===== src/smu_ctl_pkg.sv =====
// shared types and constants for the smu control bank
// command and register structs, register address map and preset values
`default_nettype none

package smu_ctl_pkg;

  //////////////////////////////////////////////////////////////////////
  // basic types

  // one control register
  typedef logic [3:0] nib_t;
  typedef logic [7:0] addr_t;

  // one decoded write frame with the address in the high byte
  typedef struct packed {
    addr_t      addr;
    logic [7:0] value;    // low nibble set mask and high nibble clear mask
  } ctl_cmd_t;

  // whole register bank, first field in the msbs
  typedef struct packed {
    nib_t led;
    nib_t mux;
    nib_t dac;
    nib_t rails;
    nib_t dac_ref_mux;
    nib_t adc;
    nib_t mux_pol;
    nib_t mux_sel;
    nib_t relay_com;
    nib_t irange_x_sw;
    nib_t rails_oe;
    nib_t ina_vfb_sw;
    nib_t ina_ifb_sw;
    nib_t ina_vfb_atten_sw;
    nib_t isense_mux;
    nib_t relay_out;
    nib_t irange_yz_sw;
  } ctl_regs_t;

  //////////////////////////////////////////////////////////////////////
  // address map

  localparam addr_t ADDR_LED              = 8'd7;
  localparam addr_t ADDR_MUX              = 8'd8;
  localparam addr_t ADDR_DAC              = 8'd9;
  localparam addr_t ADDR_RAILS            = 8'd10;
  localparam addr_t ADDR_DAC_REF_MUX      = 8'd12;
  localparam addr_t ADDR_ADC              = 8'd14;
  localparam addr_t ADDR_MUX_POL          = 8'd15;
  localparam addr_t ADDR_MUX_SEL          = 8'd16;
  localparam addr_t ADDR_RELAY_COM        = 8'd17;
  localparam addr_t ADDR_IRANGE_X_SW      = 8'd18;
  localparam addr_t ADDR_RAILS_OE         = 8'd24;
  localparam addr_t ADDR_INA_VFB_SW       = 8'd25;
  localparam addr_t ADDR_INA_IFB_SW       = 8'd28;
  localparam addr_t ADDR_INA_VFB_ATTEN_SW = 8'd29;
  localparam addr_t ADDR_ISENSE_MUX       = 8'd30;
  localparam addr_t ADDR_RELAY_OUT        = 8'd31;
  localparam addr_t ADDR_IRANGE_YZ_SW     = 8'd33;

  // preset commands
  localparam addr_t ADDR_SOFT_RESET = 8'd11;
  localparam addr_t ADDR_POWER_UP   = 8'd6;

  localparam int FRAME_BITS = 16;
  localparam int NUM_PERIPH = 4;

  //////////////////////////////////////////////////////////////////////
  // presets

  // safe state, rails off and dg444 switches open (active low)
  localparam ctl_regs_t CTL_DEFAULTS = '{
    led:              4'b0000,
    mux:              4'b0000,
    dac:              4'b0000,
    rails:            4'b0000,
    dac_ref_mux:      4'b0000,
    adc:              4'b0000,
    mux_pol:          4'b1111,
    mux_sel:          4'b1111,
    relay_com:        4'b0000,
    irange_x_sw:      4'b0000,
    rails_oe:         4'b0001,
    ina_vfb_sw:       4'b0000,
    ina_ifb_sw:       4'b1111,
    ina_vfb_atten_sw: 4'b0011,
    isense_mux:       4'b1111,
    relay_out:        4'b0000,
    irange_yz_sw:     4'b0000
  };

  // rails-on values for the power-up preset
  localparam nib_t PWR_RAILS       = 4'b0011;   // +5v and +-15v
  localparam nib_t PWR_DAC_REF_MUX = 4'b0011;
  localparam nib_t PWR_RAILS_OE    = 4'b0000;   // active low, outputs on
  localparam nib_t PWR_INA_VFB_SW  = 4'b1111;

endpackage

`default_nettype wire


===== src/spi_frame_rx.sv =====
// spi frame receiver
// pin synchronizer and edge detect, 16 bit shift register and bit counter
// credit counter that gates pushes into the command queue
`default_nettype none

module spi_frame_rx #(
  parameter int DEPTH = 4
) (
  input  logic                  clk,
  input  logic                  rst_n,
  input  logic                  sclk,
  input  logic                  cs_n,
  input  logic                  mosi,
  input  logic                  credit_ret,
  output logic                  push,
  output smu_ctl_pkg::ctl_cmd_t push_cmd,
  output logic                  frame_dropped
);

  import smu_ctl_pkg::*;

  localparam int CW    = $clog2(DEPTH + 1);
  localparam int CNT_W = $clog2(FRAME_BITS) + 1;

  // the three spi pins move through the synchronizer together
  typedef struct packed {
    logic sclk;
    logic cs_n;
    logic mosi;
  } spi_pins_t;

  localparam spi_pins_t PINS_IDLE = '{sclk: 1'b0, cs_n: 1'b1, mosi: 1'b0};

  spi_pins_t pins_meta;
  spi_pins_t pins_sync;
  logic      sclk_prev;
  logic      cs_n_prev;

  logic [FRAME_BITS-1:0] shift_q;
  logic [CNT_W-1:0]      bit_cnt;
  logic [CW-1:0]         credits;

  logic sclk_rise;
  logic cs_rise;
  logic frame_ok;
  logic has_credit;

  //////////////////////////////////////////////////////////////////////
  // pin synchronizer and edge detect

  always_ff @(posedge clk)
  begin
    if (!rst_n)
    begin
      pins_meta <= PINS_IDLE;
      pins_sync <= PINS_IDLE;
      sclk_prev <= 1'b0;
      cs_n_prev <= 1'b1;
    end
    else
    begin
      pins_meta <= '{sclk: sclk, cs_n: cs_n, mosi: mosi};
      pins_sync <= pins_meta;
      sclk_prev <= pins_sync.sclk;
      cs_n_prev <= pins_sync.cs_n;
    end
  end

  // sclk edges only count while selected
  assign sclk_rise = pins_sync.sclk & ~sclk_prev & ~pins_sync.cs_n;
  assign cs_rise   = pins_sync.cs_n & ~cs_n_prev;

  //////////////////////////////////////////////////////////////////////
  // shift register and bit count

  // msb first, so shift toward the msb
  always_ff @(posedge clk)
  begin
    if (sclk_rise)
      shift_q <= {shift_q[FRAME_BITS-2:0], pins_sync.mosi};
  end

  // saturates so that long frames never wrap back to 16
  always_ff @(posedge clk)
  begin
    if (!rst_n)
      bit_cnt <= '0;
    else if (pins_sync.cs_n)
      bit_cnt <= '0;
    else if (sclk_rise && bit_cnt != '1)
      bit_cnt <= bit_cnt + 1'b1;
  end

  // only exact 16 bit frames are commands
  assign frame_ok = cs_rise && (bit_cnt == CNT_W'(FRAME_BITS));

  // a push already in flight holds one credit that is not yet spent
  assign has_credit = credits > CW'(push);

  //////////////////////////////////////////////////////////////////////
  // push and credits

  always_ff @(posedge clk)
  begin
    if (!rst_n)
    begin
      push          <= 1'b0;
      frame_dropped <= 1'b0;
    end
    else
    begin
      push <= frame_ok && has_credit;
      // sticky until rst_n
      if (frame_ok && !has_credit)
        frame_dropped <= 1'b1;
    end
  end

  always_ff @(posedge clk)
  begin
    if (frame_ok)
      push_cmd <= ctl_cmd_t'(shift_q);
  end

  // spend on push, earn back on each fifo pop
  always_ff @(posedge clk)
  begin
    if (!rst_n)
      credits <= CW'(DEPTH);
    else
    begin
      case ({push, credit_ret})
        2'b10:   credits <= credits - 1'b1;
        2'b01:   credits <= credits + 1'b1;
        default: credits <= credits;
      endcase
    end
  end

endmodule

`default_nettype wire


===== src/cmd_fifo.sv =====
// command fifo between the frame receiver and the register file
// circular buffer with read and write pointers and a fill count
// one credit goes back to the receiver per pop
`default_nettype none

module cmd_fifo #(
  parameter int DEPTH = 4
) (
  input  logic                  clk,
  input  logic                  rst_n,
  input  logic                  push,
  input  smu_ctl_pkg::ctl_cmd_t push_cmd,
  input  logic                  pop,
  output logic                  valid,
  output smu_ctl_pkg::ctl_cmd_t pop_cmd,
  output logic                  credit_ret
);

  import smu_ctl_pkg::*;

  // pointer width, at least one bit for a depth of one
  localparam int AW = (DEPTH > 1) ? $clog2(DEPTH) : 1;
  localparam int CW = $clog2(DEPTH + 1);

  ctl_cmd_t mem [DEPTH];

  logic [AW-1:0] wr_ptr;
  logic [AW-1:0] rd_ptr;
  logic [CW-1:0] count;
  logic          pop_ok;

  // no full check here, the sender never pushes without a credit
  assign valid      = count != '0;
  assign pop_ok     = pop && valid;
  assign credit_ret = pop_ok;
  assign pop_cmd    = mem[rd_ptr];

  // storage
  always_ff @(posedge clk)
  begin
    if (push)
      mem[wr_ptr] <= push_cmd;
  end

  // pointers wrap at DEPTH, which need not be a power of two
  always_ff @(posedge clk)
  begin
    if (!rst_n)
    begin
      wr_ptr <= '0;
      rd_ptr <= '0;
    end
    else
    begin
      if (push)
        wr_ptr <= (wr_ptr == AW'(DEPTH - 1)) ? '0 : wr_ptr + 1'b1;
      if (pop_ok)
        rd_ptr <= (rd_ptr == AW'(DEPTH - 1)) ? '0 : rd_ptr + 1'b1;
    end
  end

  // fill level
  always_ff @(posedge clk)
  begin
    if (!rst_n)
      count <= '0;
    else
    begin
      case ({push, pop_ok})
        2'b10:   count <= count + 1'b1;
        2'b01:   count <= count - 1'b1;
        default: count <= count;
      endcase
    end
  end

endmodule

`default_nettype wire


===== src/ctl_reg_file.sv =====
// control register file
// set/clear/toggle update, soft reset and power-up presets
// chip-select mux for the downstream peripherals
`default_nettype none

module ctl_reg_file (
  input  logic                                clk,
  input  logic                                rst_n,
  input  logic                                valid,
  input  smu_ctl_pkg::ctl_cmd_t               pop_cmd,
  input  logic                                cs2_n,
  output logic                                pop,
  output smu_ctl_pkg::ctl_regs_t              regs,
  output logic [smu_ctl_pkg::NUM_PERIPH-1:0]  periph_cs_n
);

  import smu_ctl_pkg::*;

  ctl_regs_t regs_next;
  logic      cs2_meta;
  logic      cs2_sync;

  // low nibble sets and high nibble clears
  // overlap means toggle those bits and keep the rest
  function automatic nib_t apply_update(nib_t cur, logic [7:0] value);
    nib_t set_m;
    nib_t clr_m;
    nib_t both;
    set_m = value[3:0];
    clr_m = value[7:4];
    both  = set_m & clr_m;
    if (both != '0)
      return cur ^ both;
    else
      return (cur | set_m) & ~clr_m;
  endfunction

  // never stalls, take every command as it shows up
  assign pop = valid;

  //////////////////////////////////////////////////////////////////////
  // command decode

  always_comb
  begin
    regs_next = regs;
    case (pop_cmd.addr)
      ADDR_LED:         regs_next.led = apply_update(regs.led, pop_cmd.value);
      ADDR_MUX:         regs_next.mux = apply_update(regs.mux, pop_cmd.value);
      ADDR_DAC:         regs_next.dac = apply_update(regs.dac, pop_cmd.value);
      ADDR_RAILS:       regs_next.rails = apply_update(regs.rails, pop_cmd.value);
      ADDR_DAC_REF_MUX:
        regs_next.dac_ref_mux = apply_update(regs.dac_ref_mux, pop_cmd.value);
      ADDR_ADC:         regs_next.adc = apply_update(regs.adc, pop_cmd.value);
      ADDR_MUX_POL:     regs_next.mux_pol = apply_update(regs.mux_pol, pop_cmd.value);
      ADDR_MUX_SEL:     regs_next.mux_sel = apply_update(regs.mux_sel, pop_cmd.value);
      ADDR_RELAY_COM:
        regs_next.relay_com = apply_update(regs.relay_com, pop_cmd.value);
      ADDR_IRANGE_X_SW:
        regs_next.irange_x_sw = apply_update(regs.irange_x_sw, pop_cmd.value);
      ADDR_RAILS_OE:
        regs_next.rails_oe = apply_update(regs.rails_oe, pop_cmd.value);
      ADDR_INA_VFB_SW:
        regs_next.ina_vfb_sw = apply_update(regs.ina_vfb_sw, pop_cmd.value);
      ADDR_INA_IFB_SW:
        regs_next.ina_ifb_sw = apply_update(regs.ina_ifb_sw, pop_cmd.value);
      ADDR_INA_VFB_ATTEN_SW:
        regs_next.ina_vfb_atten_sw = apply_update(regs.ina_vfb_atten_sw, pop_cmd.value);
      ADDR_ISENSE_MUX:
        regs_next.isense_mux = apply_update(regs.isense_mux, pop_cmd.value);
      ADDR_RELAY_OUT:
        regs_next.relay_out = apply_update(regs.relay_out, pop_cmd.value);
      ADDR_IRANGE_YZ_SW:
        regs_next.irange_yz_sw = apply_update(regs.irange_yz_sw, pop_cmd.value);

      // soft reset, same state as rst_n
      ADDR_SOFT_RESET:  regs_next = CTL_DEFAULTS;

      // power-up, expects the dac already configured before the rails come on
      ADDR_POWER_UP:
      begin
        regs_next             = CTL_DEFAULTS;
        regs_next.mux         = regs.mux;
        regs_next.dac         = regs.dac;
        regs_next.rails       = PWR_RAILS;
        regs_next.dac_ref_mux = PWR_DAC_REF_MUX;
        regs_next.rails_oe    = PWR_RAILS_OE;
        regs_next.ina_vfb_sw  = PWR_INA_VFB_SW;
      end

      // unused address, nothing changes
      default:          regs_next = regs;
    endcase
  end

  // registers take the decoded value the cycle after the pop
  always_ff @(posedge clk)
  begin
    if (!rst_n)
      regs <= CTL_DEFAULTS;
    else if (pop)
      regs <= regs_next;
  end

  //////////////////////////////////////////////////////////////////////
  // chip-select mux

  // cs2_n is asynchronous to clk
  always_ff @(posedge clk)
  begin
    if (!rst_n)
    begin
      cs2_meta <= 1'b1;
      cs2_sync <= 1'b1;
    end
    else
    begin
      cs2_meta <= cs2_n;
      cs2_sync <= cs2_meta;
    end
  end

  // selected peripherals go low only while cs2 is asserted
  always_ff @(posedge clk)
  begin
    if (!rst_n)
      periph_cs_n <= '1;
    else if (cs2_sync)
      periph_cs_n <= '1;
    else
      periph_cs_n <= ~regs.mux[NUM_PERIPH-1:0];
  end

endmodule

`default_nettype wire


===== src/smu_ctl_top.sv =====
// smu control bank top level
// spi frame receiver, command fifo and register file
`default_nettype none

module smu_ctl_top #(
  parameter int FIFO_DEPTH = 4
) (
  input  logic                                clk,
  input  logic                                rst_n,
  input  logic                                sclk,
  input  logic                                cs_n,
  input  logic                                mosi,
  input  logic                                cs2_n,
  output smu_ctl_pkg::ctl_regs_t              regs,
  output logic [smu_ctl_pkg::NUM_PERIPH-1:0]  periph_cs_n,
  output logic                                frame_dropped
);

  import smu_ctl_pkg::*;

  // receiver to fifo
  logic     push;
  ctl_cmd_t push_cmd;
  logic     credit_ret;

  // fifo to register file
  logic     valid;
  ctl_cmd_t pop_cmd;
  logic     pop;

  // credits start at the fifo depth
  spi_frame_rx #(
    .DEPTH (FIFO_DEPTH)
  ) u_rx (
    .clk           (clk),
    .rst_n         (rst_n),
    .sclk          (sclk),
    .cs_n          (cs_n),
    .mosi          (mosi),
    .credit_ret    (credit_ret),
    .push          (push),
    .push_cmd      (push_cmd),
    .frame_dropped (frame_dropped)
  );

  cmd_fifo #(
    .DEPTH (FIFO_DEPTH)
  ) u_fifo (
    .clk        (clk),
    .rst_n      (rst_n),
    .push       (push),
    .push_cmd   (push_cmd),
    .pop        (pop),
    .valid      (valid),
    .pop_cmd    (pop_cmd),
    .credit_ret (credit_ret)
  );

  ctl_reg_file u_regs (
    .clk         (clk),
    .rst_n       (rst_n),
    .valid       (valid),
    .pop_cmd     (pop_cmd),
    .cs2_n       (cs2_n),
    .pop         (pop),
    .regs        (regs),
    .periph_cs_n (periph_cs_n)
  );

endmodule

`default_nettype wire


===== config.mk =====
export PLATFORM = sky130hd
export DESIGN_NAME = smu_ctl_top
export DESIGN_NICKNAME = d
export VERILOG_FILES = /design/src/smu_ctl_pkg.sv /design/src/spi_frame_rx.sv /design/src/cmd_fifo.sv /design/src/ctl_reg_file.sv /design/src/smu_ctl_top.sv
export SDC_FILE = /design/constraint.sdc
export NUM_CORES = 1
export LEC_CHECK = 0
export BUFFER_PORTS_ARGS = -buffer_cell sky130_fd_sc_hd__buf_4
export CAP_MARGIN = 10
export CORE_ASPECT_RATIO = 1.4
export CORE_UTILIZATION = 51
export DETAILED_ROUTE_END_ITERATION = 10
export PLACE_DENSITY_LB_ADDON = 0.25
export SYNTH_ARGS = -nofsm -noshare
export SYNTH_HDL_FRONTEND = slang
export SYNTH_SLANG_ARGS = --single-unit

===== constraint.sdc =====
create_clock -name clk -period 6.2 [get_ports clk]
set_input_delay 0.93 -clock clk [delete_from_list [all_inputs] [get_ports clk]]
set_output_delay 0.93 -clock clk [all_outputs]
set_load 0.05 [all_outputs]

==> reports/qor.yml <==
yosysMostFrequentCell: "dfxtp_1"
finalSetupViolCount: 0
path_cells: "mux4_2 > and3b_1 > o211ai_1 > nand2_1 > or3_1 > a21oi_1"
avgRoutedWirePerCell_um: 19.50
die_y_um: 151.3
p_seq_share_pct: 40.9
power_frac_comb_pct: 26.8
diodes: 0
clk_path_buf_depth: 2
fin_cells: 953
antenna_found_initial: 0
rows: 54
whs_ps: 413.4
route.vias.total: 5797
drive_above_1_share_pct: 20.74
finalSetupTns_ps: 0
async_reset_ff_share_pct: 0
core-area_um2: 15540
grt_overflow: 0
dp_slack_ps: 2710
relSlewSlack_pct: 31.71
cts_tree: "yes"
dominantRegCellSynth: "dfxtp_1"
cts-resized-gates: 0
die-width_um: 108.6
worst-path-max-fanout: 19
grt_pass1_vias: 5637
io_buffers: 78
die-area_um2: 16430
yosys_warnings: 0
status: "finished, final reports clean"
yosysTopAreaCell: "edfxtp_1"
syn_area_per_cell_um2: 12.08
cp-end-kind: "register"
worstPathRequired_ps: 6550
nFillCells: 1274
period_minus_slack_ps: 3476
p_sw_w: 0.001181
wirelength_mm: 18.58
post_cts_buffers: 0
holdBufCountCts: 0
grtUsageMet3_pct: 4.217
ctsRootBufferMaster: "clkbuf_16"
p_clk_share_pct: 32.4
start_kind: "register"
slowest_delay_ps: 820
dp.cells: 920
hold_class: "reg -> reg"
yosys.area.top_type_share_pct: 35.52
syn_inst: 672
rsz0062_at_grt: "no"
p_sw_share_pct: 33.64
p_int_w: 0.002330
ys_ff_latch: 197
grt-busiest-layer: "met2"
setup_ws_ps: 2724
ys_types: 66
drc: 0
nNetsFinal: 762
grt_use_met1_pct: 25.95
area_delta_synth_final_pct: 16.61
grt_max_degree: 57
finalPower_w: 0.003512
cts_buffers: 17
ys_seq_area_share_pct: 60.44
htreeDepth: 4
ir_drop_mv: 0.2802
gp_congestion: 0.8813
path_clk_slew_ps: 70
p_leak_nw: 3.378
dr.pass1.iters: 5
cap_viol_max_count: 0
yosys-top-cells-area: "edfxtp_1, dfxtp_1, mux4_2, a21oi_1, o21ai_0"
dpl.hpwl_mm: 13.03
crit_type: "reg -> reg"
finalCritPeriodShare_pct: 56.07
slew_viol_final: 0
clock-sinks: 197
tightest_slew_ps: 1020
worst-endpoint-arrival_ps: 3820
p_per_area_nw_per_um2: 371.1
grt_pass1_wl_mm: 28.82
ant_nets: 0
dr.first_iter.drc_count: 455
synth_edf_count: 96
grtUsageMet2_pct: 41.17
cpMaxStageDelayCell: "o211ai_1"
fmax_ghz: 0.2877
synth_fp_nets: 690
start_util_pct: 52.22
synth_common_cells: "dfxtp_1, edfxtp_1, a21oi_1, nor2_1, o21ai_0"
finClkSkew_ps: 11.22
clk_latency_ps: 440
grt_use_total_pct: 23.37
finalHoldViolCount: 0
viasPerCell: 6.083
ios: 79
synth_area_um2: 8115
state kept, by name, indices dropped and copies added (netlist names), named ones only:
name / count
u_fifo.count: 3
u_fifo.mem: 64
u_fifo.rd_ptr: 2
u_fifo.wr_ptr: 2
u_regs.cs2_meta: 1
u_regs.cs2_sync: 1
u_regs.periph_cs_n: 4
u_regs.regs: 68
u_rx.bit_cnt: 5
u_rx.credits: 3
u_rx.cs_n_prev: 1
u_rx.frame_dropped: 1
u_rx.pins_meta: 3
u_rx.pins_sync: 3
u_rx.push: 1
u_rx.push_cmd: 16
u_rx.sclk_prev: 1
u_rx.shift_q: 16
through the flow:
| step | instance area (um2) | util [%] |
|---|---|---|
| floorplan | 8115 | - |
| global placement | 8835 | 56.85 |
| finish | 9463 | 60.89 |
| CTS | 9452 | 60.82 |
| global route | 9463 | 60.89 |
| detailed placement | 8835 | 56.85 |
critical path, delay by kind of cell, from the launching register on:
kind	cells	cell delay, ps
AO/OA/AOI/OAI	2	1000
AND/OR/NAND/NOR	3	990
flip-flops	1	810
multiplexers	1	590
cell usage in the layout (no fill, tap or decap), drive strengths merged, types with 3 or more instances in the layout:
cell type | synthesis | layout
mux4 | 16 | 16
a31o | 6 | 6
xor2 | 7 | 7
o31ai | 19 | 19
o211ai | 22 | 22
a211oi | 12 | 12
nor2 | 47 | 47
xnor2 | 3 | 3
o21ai | 47 | 47
nand2 | 35 | 35
nand2b | 13 | 13
and3 | 10 | 10
a41o | 4 | 4
ha | 11 | 11
nand3b | 3 | 3
and2 | 16 | 16
a21oi | 47 | 47
dfxtp | 101 | 101
nor3b | 7 | 7
nand3 | 13 | 13
clkbuf | 18 | 22
a41oi | 4 | 4
a22oi | 5 | 5
nor3 | 9 | 9
mux2i | 5 | 5
edfxtp | 96 | 96
or2 | 6 | 6
or3 | 19 | 19
nor2b | 4 | 4
a31oi | 3 | 3
nor4 | 6 | 6
buf | 12 | 83
a21o | 5 | 5
inv | 16 | 21
area by class of cell:
type,count,area [um2],share of cell area (%)
multi-input cells,429,3009,31.80
clock inverters,10,108.9,1.150
well taps,196,245.2,2.592
clock buffers,22,508.0,5.368
flip-flops and latches,197,4905,51.83
repair buffers,83,626.9,6.624
inverters,16,60.06,0.6347
kinds of logic after synthesis:
kind of cell | share of synthesized area (%)
AOI/OAI and AO/OA | 15.50
xor gates and xnor gates | 1.079
adders and majority gates | 1.943
buffers and inverters | 2.605
DFF | 60.44
muxes | 5.057
and+or+nand+nor | 13.38
final timing paths:
check | from | to | slack (ps) | depth (start not counted)
worst min register to register | u_regs.cs2_meta$_SDFF_PN1_ | u_regs.cs2_sync$_SDFF_PN1_ | 410 | 1
worst min-delay path | u_regs.cs2_meta$_SDFF_PN1_ | u_regs.cs2_sync$_SDFF_PN1_ | 410 | 1
worst max-delay path | register | u_regs.regs[28]$_SDFFE_PN0P_ | 2720 | 6
worst max register to register | register | u_regs.regs[28]$_SDFFE_PN0P_ | 2720 | 6
layer usage:
metal | wire, um | up-vias
met2 | 9569 | 199
met1 | 7479 | 2848
li1 | - | 2704
met5 | 0 | -
met3 | 819 | 46
met4 | 714 | 0
power groups by stage:
stage | registers (W) | logic, W | clock network [W]
after floorplan | 0.00148 | 0.000681 | 0
final | 0.00144 | 0.000940 | 0.00114
after detailed placement | 0.00147 | 0.000924 | 0
after global placement | 0.00146 | 0.000906 | 0
after CTS | 0.00144 | 0.000932 | 0.00115
after global routing | 0.00144 | 0.00101 | 0.00120
Power figures use the tool's default switching activity.
